$ cat src/common/compress_consts.svh
//==============================
// ML-KEM compression constants
//==============================

`ifndef COMPRESS_CONSTS_SVH
`define COMPRESS_CONSTS_SVH

// Field modulus and coefficient width
`define MLKEM_Q 3329
`define MLKEM_Q_WIDTH 12

// Datapath throughput, four coefficients per memory word
`define COEFF_PER_CLK 4

// Coefficients in one polynomial
`define COEFFS_PER_POLY 256

// Each coefficient occupies one slot of this width in a memory word,
// with the value in the low MLKEM_Q_WIDTH bits
`define REG_SIZE 24

// Width of an API memory word
`define DATA_WIDTH 32

// Address width shared by the coefficient memory and the API memory
`define ABR_MEM_ADDR_WIDTH 15

`endif

$ cat src/common/abr_params_pkg.sv
//==============================
// Memory interface types
//==============================

`include "compress_consts.svh"

package abr_params_pkg;

    // Access type of a memory request
    typedef enum logic [1:0] {
        RW_IDLE  = 2'b00,
        RW_READ  = 2'b01,
        RW_WRITE = 2'b10
    } mem_rw_t;

    // One request on a memory port, an idle request carries no access
    typedef struct packed {
        mem_rw_t                        rd_wr_en;
        logic [`ABR_MEM_ADDR_WIDTH-1:0] addr;
    } mem_if_t;

endpackage

$ cat src/common/compress_defines_pkg.sv
//==============================
// Compression types
//==============================

package compress_defines_pkg;

    // Output width d of the compression, 1, 5, 11 or 12 bits
    typedef enum logic [1:0] {
        compress1  = 2'd0,
        compress5  = 2'd1,
        compress11 = 2'd2,
        compress12 = 2'd3
    } compress_mode_t;

    // States of the coefficient read controller
    typedef enum logic [1:0] {
        CTRL_IDLE  = 2'd0,
        CTRL_READ  = 2'd1,
        CTRL_STALL = 2'd2,
        CTRL_DONE  = 2'd3
    } compress_ctrl_state_t;

endpackage

$ cat src/compress/compress_ctrl.sv
//==============================
// Compression read controller
//==============================

`timescale 1ns/1ps
`include "compress_consts.svh"

module compress_ctrl (
    input  logic                           clk,
    input  logic                           reset_n,
    input  logic                           zeroize_i,
    input  logic                           enable_i,
    input  logic [2:0]                     num_poly_i,
    input  logic [`ABR_MEM_ADDR_WIDTH-1:0] src_base_addr_i,
    input  logic                           buffer_full_i,
    output abr_params_pkg::mem_if_t        mem_rd_req_o,
    output logic                           rd_valid_o,
    output logic                           rd_hold_o,
    output logic                           done_o
);

    localparam int READS_PER_POLY = `COEFFS_PER_POLY / `COEFF_PER_CLK;
    localparam int RD_CNT_W = $clog2(READS_PER_POLY);

    compress_defines_pkg::compress_ctrl_state_t state_q, state_nxt;
    logic [RD_CNT_W-1:0]            rd_cnt_q;
    logic [2:0]                     poly_cnt_q;
    logic [`ABR_MEM_ADDR_WIDTH-1:0] rd_addr_q;
    logic                           rd_fire;
    logic                           last_in_poly;
    logic                           last_rd;

    // A read goes out only while the sample buffer can take the returning word
    assign rd_fire = (state_q == compress_defines_pkg::CTRL_READ) && !buffer_full_i;
    assign last_in_poly = rd_cnt_q == RD_CNT_W'(READS_PER_POLY - 1);
    assign last_rd = last_in_poly && (poly_cnt_q == num_poly_i - 3'd1);

    always_comb begin
        state_nxt = state_q;
        case (state_q)
            compress_defines_pkg::CTRL_READ: begin
                if (buffer_full_i) begin
                    state_nxt = compress_defines_pkg::CTRL_STALL;
                end else if (last_rd) begin
                    state_nxt = compress_defines_pkg::CTRL_DONE;
                end
            end
            compress_defines_pkg::CTRL_STALL: begin
                if (!buffer_full_i) begin
                    state_nxt = compress_defines_pkg::CTRL_READ;
                end
            end
            default: begin
                // Idle and done both wait for the next command
                if (enable_i) begin
                    state_nxt = compress_defines_pkg::CTRL_READ;
                end
            end
        endcase
    end

    always_ff @(posedge clk or negedge reset_n) begin
        if (!reset_n) begin
            state_q    <= compress_defines_pkg::CTRL_IDLE;
            rd_cnt_q   <= '0;
            poly_cnt_q <= '0;
            rd_addr_q  <= '0;
            rd_valid_o <= 1'b0;
        end else if (zeroize_i) begin
            state_q    <= compress_defines_pkg::CTRL_IDLE;
            rd_cnt_q   <= '0;
            poly_cnt_q <= '0;
            rd_addr_q  <= '0;
            rd_valid_o <= 1'b0;
        end else begin
            state_q    <= state_nxt;
            rd_valid_o <= rd_fire;
            if (enable_i) begin
                rd_cnt_q   <= '0;
                poly_cnt_q <= '0;
                rd_addr_q  <= src_base_addr_i;
            end else if (rd_fire) begin
                // The read counter wraps to zero at each polynomial boundary
                rd_cnt_q  <= rd_cnt_q + 1'b1;
                rd_addr_q <= rd_addr_q + 1'b1;
                if (last_in_poly) begin
                    poly_cnt_q <= poly_cnt_q + 3'd1;
                end
            end
        end
    end

    always_comb begin
        mem_rd_req_o.rd_wr_en = rd_fire ? abr_params_pkg::RW_READ : abr_params_pkg::RW_IDLE;
        mem_rd_req_o.addr     = rd_fire ? rd_addr_q : '0;
    end

    // Data returning now is refused by the buffer and must be replayed next cycle
    assign rd_hold_o = rd_valid_o && buffer_full_i;
    assign done_o = state_q == compress_defines_pkg::CTRL_DONE;

endmodule

$ cat src/compress/compress_sample_buffer.sv
//==============================
// Nibble packing buffer
//==============================

`timescale 1ns/1ps

module compress_sample_buffer #(
    parameter int BUFFER_DATA_W = 4,
    parameter int NUM_WR = 12,
    parameter int NUM_RD = 8
) (
    input  logic                            clk,
    input  logic                            reset_n,
    input  logic                            zeroize_i,
    input  logic [NUM_WR*BUFFER_DATA_W-1:0] data_i,
    input  logic [NUM_WR-1:0]               data_valid_i,
    output logic                            buffer_full_o,
    output logic                            data_valid_o,
    output logic [NUM_RD*BUFFER_DATA_W-1:0] data_o
);

    localparam int DEPTH = 2 * NUM_WR;
    localparam int CNT_W = $clog2(DEPTH + 1);

    logic [DEPTH-1:0][BUFFER_DATA_W-1:0] store_q;
    logic [DEPTH-1:0][BUFFER_DATA_W-1:0] store_nxt;
    logic [CNT_W-1:0]                    count_q;
    logic [CNT_W-1:0]                    count_left;
    logic [CNT_W-1:0]                    wr_cnt;
    logic                                accept;

    // The oldest NUM_RD entries form the output word whenever they are all present
    assign data_valid_o = count_q >= CNT_W'(NUM_RD);
    assign data_o = store_q[NUM_RD-1:0];

    // Fill level after this cycle's pop, a full write must still fit on top of it
    assign count_left = data_valid_o ? count_q - CNT_W'(NUM_RD) : count_q;
    assign buffer_full_o = count_left > CNT_W'(DEPTH - NUM_WR);
    assign accept = !buffer_full_o;

    // Valid bits are contiguous from bit 0, so their count is the write length
    always_comb begin
        wr_cnt = '0;
        for (int i = 0; i < NUM_WR; i++) begin
            wr_cnt = wr_cnt + CNT_W'(data_valid_i[i]);
        end
    end

    always_comb begin
        store_nxt = data_valid_o ? store_q >> (NUM_RD * BUFFER_DATA_W) : store_q;
        for (int i = 0; i < NUM_WR; i++) begin
            if (accept && data_valid_i[i]) begin
                store_nxt[int'(count_left) + i] = data_i[i*BUFFER_DATA_W +: BUFFER_DATA_W];
            end
        end
    end

    always_ff @(posedge clk or negedge reset_n) begin
        if (!reset_n) begin
            count_q <= '0;
        end else if (zeroize_i) begin
            count_q <= '0;
        end else begin
            count_q <= count_left + (accept ? wr_cnt : '0);
        end
    end

    // Zeroize wipes the stored samples along with the fill level
    always_ff @(posedge clk) begin
        if (zeroize_i) begin
            store_q <= '0;
        end else begin
            store_q <= store_nxt;
        end
    end

endmodule

$ cat src/compress/compress_top.sv
//==============================
// Polynomial compression top
//==============================

`timescale 1ns/1ps
`include "compress_consts.svh"

module compress_top (
    input  logic                                      clk,
    input  logic                                      reset_n,
    input  logic                                      zeroize_i,
    input  logic                                      compress_enable_i,
    input  compress_defines_pkg::compress_mode_t      mode_i,
    input  logic                                      compare_mode_i,
    input  logic [2:0]                                num_poly_i,
    input  logic [`ABR_MEM_ADDR_WIDTH-1:0]            src_base_addr_i,
    input  logic [`ABR_MEM_ADDR_WIDTH-1:0]            dest_base_addr_i,
    output abr_params_pkg::mem_if_t                   mem_rd_req_o,
    input  logic [`COEFF_PER_CLK-1:0][`REG_SIZE-1:0]  mem_rd_data_i,
    output logic [1:0]                                api_rw_en_o,
    output logic [`ABR_MEM_ADDR_WIDTH-1:0]            api_rw_addr_o,
    output logic [`DATA_WIDTH-1:0]                    api_wr_data_o,
    input  logic [`DATA_WIDTH-1:0]                    api_rd_data_i,
    output logic                                      compare_failed_o,
    output logic                                      compress_done_o
);

    localparam int NIB_W = 4;
    localparam int NUM_NIB = `COEFF_PER_CLK * `MLKEM_Q_WIDTH / NIB_W;

    logic [`COEFF_PER_CLK-1:0][`MLKEM_Q_WIDTH-1:0] lane_in, lane_out, stalled_q;
    logic [NUM_NIB*NIB_W-1:0] nib_data;
    logic [NUM_NIB-1:0]       nib_mask;
    logic [NUM_NIB-1:0]       nib_valid;
    logic                     rd_valid, rd_hold, hold_q;
    logic                     read_done, buffer_full;
    logic                     buffer_valid, buffer_valid_q;
    logic [`DATA_WIDTH-1:0]   buffer_data, buffer_data_q;
    logic                     busy_q;

    compress_ctrl u_ctrl (
        .clk             (clk),
        .reset_n         (reset_n),
        .zeroize_i       (zeroize_i),
        .enable_i        (compress_enable_i),
        .num_poly_i      (num_poly_i),
        .src_base_addr_i (src_base_addr_i),
        .buffer_full_i   (buffer_full),
        .mem_rd_req_o    (mem_rd_req_o),
        .rd_valid_o      (rd_valid),
        .rd_hold_o       (rd_hold),
        .done_o          (read_done)
    );

    // In the cycle after a refused word, the lanes see the staged copy instead of memory
    for (genvar i = 0; i < `COEFF_PER_CLK; i++) begin : g_lane
        assign lane_in[i] = hold_q ? stalled_q[i] : mem_rd_data_i[i][`MLKEM_Q_WIDTH-1:0];

        compress_unit u_unit (
            .op_i   (lane_in[i]),
            .mode_i (mode_i),
            .op_o   (lane_out[i])
        );
    end

    // Pack the d low bits of each lane back to back, lane 0 in the low nibbles
    always_comb begin
        nib_data = '0;
        case (mode_i)
            compress_defines_pkg::compress1: begin
                nib_data[3:0] = {lane_out[3][0], lane_out[2][0], lane_out[1][0], lane_out[0][0]};
                nib_mask = 12'h001;
            end
            compress_defines_pkg::compress5: begin
                nib_data[19:0] = {lane_out[3][4:0], lane_out[2][4:0],
                                  lane_out[1][4:0], lane_out[0][4:0]};
                nib_mask = 12'h01F;
            end
            compress_defines_pkg::compress11: begin
                nib_data[43:0] = {lane_out[3][10:0], lane_out[2][10:0],
                                  lane_out[1][10:0], lane_out[0][10:0]};
                nib_mask = 12'h7FF;
            end
            default: begin
                nib_data = lane_out;
                nib_mask = 12'hFFF;
            end
        endcase
    end

    assign nib_valid = (rd_valid || hold_q) ? nib_mask : '0;

    compress_sample_buffer #(
        .BUFFER_DATA_W (NIB_W),
        .NUM_WR        (NUM_NIB),
        .NUM_RD        (`DATA_WIDTH / NIB_W)
    ) u_buffer (
        .clk           (clk),
        .reset_n       (reset_n),
        .zeroize_i     (zeroize_i),
        .data_i        (nib_data),
        .data_valid_i  (nib_valid),
        .buffer_full_o (buffer_full),
        .data_valid_o  (buffer_valid),
        .data_o        (buffer_data)
    );

    always_ff @(posedge clk or negedge reset_n) begin
        if (!reset_n) begin
            busy_q         <= 1'b0;
            hold_q         <= 1'b0;
            buffer_valid_q <= 1'b0;
            api_rw_addr_o  <= '0;
        end else if (zeroize_i) begin
            busy_q         <= 1'b0;
            hold_q         <= 1'b0;
            buffer_valid_q <= 1'b0;
            api_rw_addr_o  <= '0;
        end else begin
            busy_q         <= compress_enable_i || (busy_q && !compress_done_o);
            hold_q         <= rd_hold;
            buffer_valid_q <= buffer_valid;
            if (compress_enable_i) begin
                api_rw_addr_o <= dest_base_addr_i;
            end else if (|api_rw_en_o) begin
                api_rw_addr_o <= api_rw_addr_o + 1'b1;
            end
        end
    end

    always_ff @(posedge clk) begin
        if (zeroize_i) begin
            stalled_q     <= '0;
            buffer_data_q <= '0;
        end else begin
            if (rd_hold) begin
                stalled_q <= lane_in;
            end
            if (buffer_valid) begin
                buffer_data_q <= buffer_data;
            end
        end
    end

    // Each command leaves a multiple of 8 nibbles, so a quiet buffer is an empty one
    assign compress_done_o = busy_q && read_done && !rd_valid && !hold_q
                             && !buffer_valid && !buffer_valid_q;

    assign api_rw_en_o = {buffer_valid && compare_mode_i, buffer_valid && !compare_mode_i};
    assign api_wr_data_o = buffer_data;

    // The read data returns one cycle after the access, next to the registered word
    assign compare_failed_o = compare_mode_i && buffer_valid_q && (buffer_data_q != api_rd_data_i);

endmodule

$ cat src/compress/compress_unit.sv
//==============================
// Compression lane
//==============================

`timescale 1ns/1ps
`include "compress_consts.svh"

module compress_unit (
    input  logic [`MLKEM_Q_WIDTH-1:0]        op_i,
    input  compress_defines_pkg::compress_mode_t mode_i,
    output logic [`MLKEM_Q_WIDTH-1:0]        op_o
);

    // ceil(2^35 / q), exact for every numerator below 2^23
    localparam int RECIP_SHIFT = 35;
    localparam logic [23:0] RECIP = 24'd10321340;
    localparam logic [23:0] HALF_Q = 24'(`MLKEM_Q / 2);

    logic [3:0]                d_shift;
    logic [23:0]               scaled;
    logic [47:0]               product;
    logic [`MLKEM_Q_WIDTH-1:0] quot;

    always_comb begin
        case (mode_i)
            compress_defines_pkg::compress1:  d_shift = 4'd1;
            compress_defines_pkg::compress5:  d_shift = 4'd5;
            compress_defines_pkg::compress11: d_shift = 4'd11;
            default:                          d_shift = 4'd0;
        endcase
    end

    // Adding floor(q/2) before the divide rounds to nearest, q is odd so no ties
    assign scaled = (24'(op_i) << d_shift) + HALF_Q;
    assign product = 48'(scaled) * 48'(RECIP);
    assign quot = product[RECIP_SHIFT +: `MLKEM_Q_WIDTH];

    // Keeping only the low d bits performs the mod 2^d
    always_comb begin
        case (mode_i)
            compress_defines_pkg::compress1:  op_o = {11'b0, quot[0]};
            compress_defines_pkg::compress5:  op_o = {7'b0, quot[4:0]};
            compress_defines_pkg::compress11: op_o = {1'b0, quot[10:0]};
            default:                          op_o = op_i;
        endcase
    end

endmodule

$ cat config.mk
export PLATFORM = sky130hd
export DESIGN_NAME = compress_top
export DESIGN_NICKNAME = d
export VERILOG_FILES = /design/src/common/abr_params_pkg.sv /design/src/common/compress_defines_pkg.sv /design/src/compress/compress_ctrl.sv /design/src/compress/compress_sample_buffer.sv /design/src/compress/compress_top.sv /design/src/compress/compress_unit.sv
export VERILOG_INCLUDE_DIRS = /design/src /design/src/common
export SDC_FILE = /design/constraint.sdc
export NUM_CORES = 2
export LEC_CHECK = 0
export BUFFER_PORTS_ARGS = -buffer_cell sky130_fd_sc_hd__buf_2
export CORE_MARGIN = 8
export CORE_UTILIZATION = 55
export DETAILED_ROUTE_END_ITERATION = 16
export PLACE_DENSITY_LB_ADDON = 0.1
export SYNTH_ARGS = -nofsm -noshare
export SYNTH_HDL_FRONTEND = slang
export SYNTH_SLANG_ARGS = --single-unit
$ cat constraint.sdc
create_clock -name clk -period 12.95 [get_ports clk]
set_input_delay 1.295 -clock clk [delete_from_list [all_inputs] [get_ports clk]]
set_output_delay 1.295 -clock clk [all_outputs]
set_load 0.03 [all_outputs]
==> flow_summary.ini <==
[cts]
tritoncts_clock_tree = done
number_of_buffers_inserted_for_hold_repair_after_clock_tree_synthesis = 0
clock_sinks = 226
cts_setup_buffers = 0
cts-htree-levels = 1
cts-resized-gates = 0
clockBufferDepth = 3
tritoncts.num_buffers = 30
reg_clk_slew_reported_paths_ns = 0.06
clock_insertion_delay_worst_skew_ns = 0.65
clock_tree.root_cell = sky130_fd_sc_hd__clkbuf_16

[setup_path]
critical_path_buffers_and_inverters = 6
setup.reg_to_reg.worst_slack_ns = 0.54
critPathArrivalTime_ns = 12.97
cp_max_fo = 45
worst_path_most_repeated_cell = sky130_fd_sc_hd__fa_1
r2r-start = hold_q$_DFF_PN0_
worst_setup_path_startpoint = hold_q$_DFF_PN0_
slowest_delay_ns = 0.94
critPathRequiredTime_ns = 13.52
reg2regPathDepth = 37
critical_path.endpoint = u_buffer.data_o[26]$_SDFF_PP0_
top_cell_family_by_delay_on_the_critical_path = adder cells
critical_path_top_delay_cell = sky130_fd_sc_hd__dfrtp_4
cp.depth = 37
critPathKind = reg -> reg
r2r_endpoint = u_buffer.data_o[26]$_SDFF_PP0_
endpoint_kind = flip-flop
start_kind = flip-flop

[sta]
max_transition_margin_pct = 0.677
totalNegativeSetupSlack_ns = 0
report.final.slew_viol_count = 0
timing.hold.ws_ns = 0.466
layout_worst_path_cycle_share_pct = 95.8
rsz0062_at_grt = false
timing_worst_slew_pin_value_ns = 1.49
timing_hold_violations_final = 0
clock_skew_ns = 0.0227
fin_crit_ns = 12.41
fmax_mhz = 80.6
timing.final.setup_violations = 0

[worst_hold_path]
timing.hold.worst.start = buffer_data_q[26]$_SDFFE_PP0P_
hold_path.class = reg -> reg

[route]
route.detailed.wl_per_inst_um = 31.4
final_antenna_net_count = 0
routed_via_density = 6.74
vias = 67800
postRouteWirelength_um = 315000
detailedRoute.firstPassIterationCount = 10
initialDrtViolationCount = 9846
detail_route.drc_violations = 0

[global_route]
largest_net_degree_at_the_start_of_global_routing = 97
grt_pass1_wl_um = 451000
grt.overflow.total = 0
globalRouteTotalUtil_pct = 46.1
first_global_vias = 67600
initial_antenna_violation_count = 40

[synthesis]
synth-edff-count = 0
post_synth_inst_count = 8209
proportion_of_synthesized_chip_area_in_sequential_cells_pct = 7.16
netlist_area_um2 = 66700
post_synth_num_cell_types = 118
syn-num-nets = 10200
post_synth_arst_share_pct = 22.1
post_synthesis_area_per_instance_um2 = 8.12
dominantRegCellSynth = sky130_fd_sc_hd__dfxtp_1
yosys_register_bits = 226
syn_warnings = 0

[final_layout]
num-nets-final = 10300
drive_above_1_share_pct = 8.31
area.growth.synth_to_final_pct = 7.71
final_cell_area_um2 = 71800

[floorplan]
num_rows = 127
dieHeight_um = 364
boundaryPins = 236
fp.coreArea_um2 = 120000
die_width_um = 364
die_area_um2 = 133000
effective_utilization_at_floorplan_pct = 55.5

[placement]
buffer_ports.inserted = 186
place_hpwl_um = 249000
place_congestion = 1.13
placed_cell_area_um2 = 70700

[status]
run_status = finished with violations
failed_checks = capacitance limit

[flow_run]
maxCapViolCount = 1
## placed cells by master, fill, tap and decap left out, types with 24 or more instances in the layout
master,synthesis,layout
sky130_fd_sc_hd__a2111oi_0,33,33
sky130_fd_sc_hd__a211oi_1,153,152
sky130_fd_sc_hd__a21o_1,48,48
sky130_fd_sc_hd__a21oi_1,465,460
sky130_fd_sc_hd__a221oi_1,78,78
sky130_fd_sc_hd__a22oi_1,47,47
sky130_fd_sc_hd__a31oi_1,68,66
sky130_fd_sc_hd__and2_1,39,37
sky130_fd_sc_hd__and3_1,53,53
sky130_fd_sc_hd__buf_2,56,183
sky130_fd_sc_hd__buf_4,42,264
sky130_fd_sc_hd__clkbuf_16,0,31
sky130_fd_sc_hd__dfrtp_1,50,49
sky130_fd_sc_hd__dfxtp_1,176,176
sky130_fd_sc_hd__diode_2,0,30
sky130_fd_sc_hd__fa_1,961,961
sky130_fd_sc_hd__ha_1,817,817
sky130_fd_sc_hd__inv_1,1586,1585
sky130_fd_sc_hd__mux2i_1,74,74
sky130_fd_sc_hd__nand2_1,751,748
sky130_fd_sc_hd__nand2b_1,36,35
sky130_fd_sc_hd__nand3_1,181,181
sky130_fd_sc_hd__nand4_1,77,77
sky130_fd_sc_hd__nor2_1,686,677
sky130_fd_sc_hd__nor3_1,144,144
sky130_fd_sc_hd__nor4_1,39,38
sky130_fd_sc_hd__o2111ai_1,26,26
sky130_fd_sc_hd__o211ai_1,95,95
sky130_fd_sc_hd__o21a_1,38,38
sky130_fd_sc_hd__o21ai_0,305,305
sky130_fd_sc_hd__o221ai_1,57,57
sky130_fd_sc_hd__o22ai_1,67,66
sky130_fd_sc_hd__o31ai_1,30,25
sky130_fd_sc_hd__or2_2,24,24
sky130_fd_sc_hd__or3_1,49,49
sky130_fd_sc_hd__xnor2_1,149,148
sky130_fd_sc_hd__xor2_1,60,60
## logic make-up after synthesis
group,count (synthesis),share of synthesized area (%)
AOI/OAI and AO/OA,1794,18.1
xor gates and xnor gates,219,3.01
adders and majority gates,1778,44.2
buffers and inverters,1909,11.2
DFF,226,7.16
muxes,97,1.56
other,1,0.00562
and+or+nand+nor,2185,14.8
## metrics by stage
step	std cells	util (%)	worst slack, ns
finish	10100	59.8	0.543
global route	10000	59.7	0.272
CTS	10000	59.7	0.987
detailed placement	9968	58.9	0.533
global placement	9968	58.9	0.753
floorplan	8209	-	1.16
## tightest hold or removal path: cells and delay by family (launching register included)
family           cells  cell delay, ns
flip-flops           1            0.32
AND/OR/NAND/NOR      1            0.05
AO/OA/AOI/OAI        1            0.05
## state kept, by name, summed over array words and instances, names as in the netlist
| signal | cells |
|---|---|
| hold_q | 1 |
| buffer_valid_q | 1 |
| u_ctrl.rd_addr_q | 15 |
| u_ctrl.poly_cnt_q | 3 |
| u_buffer.data_o | 32 |
| buffer_data_q | 32 |
| u_buffer.count_q | 5 |
| u_ctrl.rd_valid_o | 1 |
| u_ctrl.rd_cnt_q | 6 |
| busy_q | 1 |
| u_buffer.store_q | 64 |
| u_ctrl.state_q | 2 |
| api_rw_addr_o | 15 |
| stalled_q | 48 |
## how the worst min path moves through the flow
stage | endpoint | slack, ns | cells past startpoint
after floorplan | buffer_data_q[0]$_SDFFE_PP0P_ | 0.44 | 2
after global placement | buffer_data_q[19]$_SDFFE_PP0P_ | 0.45 | 2
after detailed placement | buffer_data_q[19]$_SDFFE_PP0P_ | 0.46 | 2
after CTS | buffer_data_q[19]$_SDFFE_PP0P_ | 0.47 | 2
after global routing | buffer_data_q[19]$_SDFFE_PP0P_ | 0.49 | 2
final | buffer_data_q[26]$_SDFFE_PP0P_ | 0.47 | 2
## cell type report
class,count,area (µm²)
clock buffers,38,832
flip-flops and latches,226,4780
well taps,1612,2020
repair buffers,464,3230
clock inverters,18,214
multi-input cells,6074,54700
fillers,10400,48300
inverters,1592,5980
diodes,30,75.1
## routing by layer
metal  track usage [%]  part of all wire (%)  vias up
li1                  -                     -    28000
met1              56.7                    36    32700
met2              67.3                    41     5400
met3              18.5                    14     1641
met4              28.9                   8.4       30
met5             0.617                 0.097        -
## cell usage after synthesis, drive strengths merged (21+ instances only)
| master | n | area share [%] |
|---|---|---|
| a2111oi | 38 | 0.51 |
| a211o | 22 | 0.29 |
| a211oi | 157 | 1.8 |
| a21o | 48 | 0.54 |
| a21oi | 470 | 3.6 |
| a221o | 21 | 0.32 |
| a221oi | 80 | 1.1 |
| a22oi | 48 | 0.55 |
| a31oi | 69 | 0.66 |
| and2 | 40 | 0.38 |
| and3 | 53 | 0.50 |
| buf | 127 | 1.1 |
| clkbuf | 190 | 1.1 |
| dfrtp | 50 | 1.9 |
| dfxtp | 176 | 5.3 |
| fa | 961 | 29 |
| ha | 817 | 15 |
| inv | 1590 | 8.9 |
| mux2i | 75 | 1.1 |
| nand2 | 753 | 4.2 |
| nand2b | 36 | 0.34 |
| nand3 | 184 | 1.4 |
| nand4 | 77 | 0.72 |
| nor2 | 696 | 4.0 |
| nor2b | 21 | 0.20 |
| nor3 | 160 | 1.3 |
| nor4 | 45 | 0.50 |
| o2111ai | 26 | 0.34 |
| o211ai | 95 | 1.1 |
| o21a | 38 | 0.43 |
| o21ai | 332 | 2.5 |
| o221ai | 57 | 0.75 |
| o22ai | 68 | 0.65 |
| o31ai | 32 | 0.38 |
| or2 | 30 | 0.28 |
| or3 | 50 | 0.48 |
| xnor2 | 155 | 2.1 |
| xor2 | 62 | 0.84 |
Power is not shown: default switching activity piles up to over one toggle a cycle in this logic, so the estimate is an artifact.
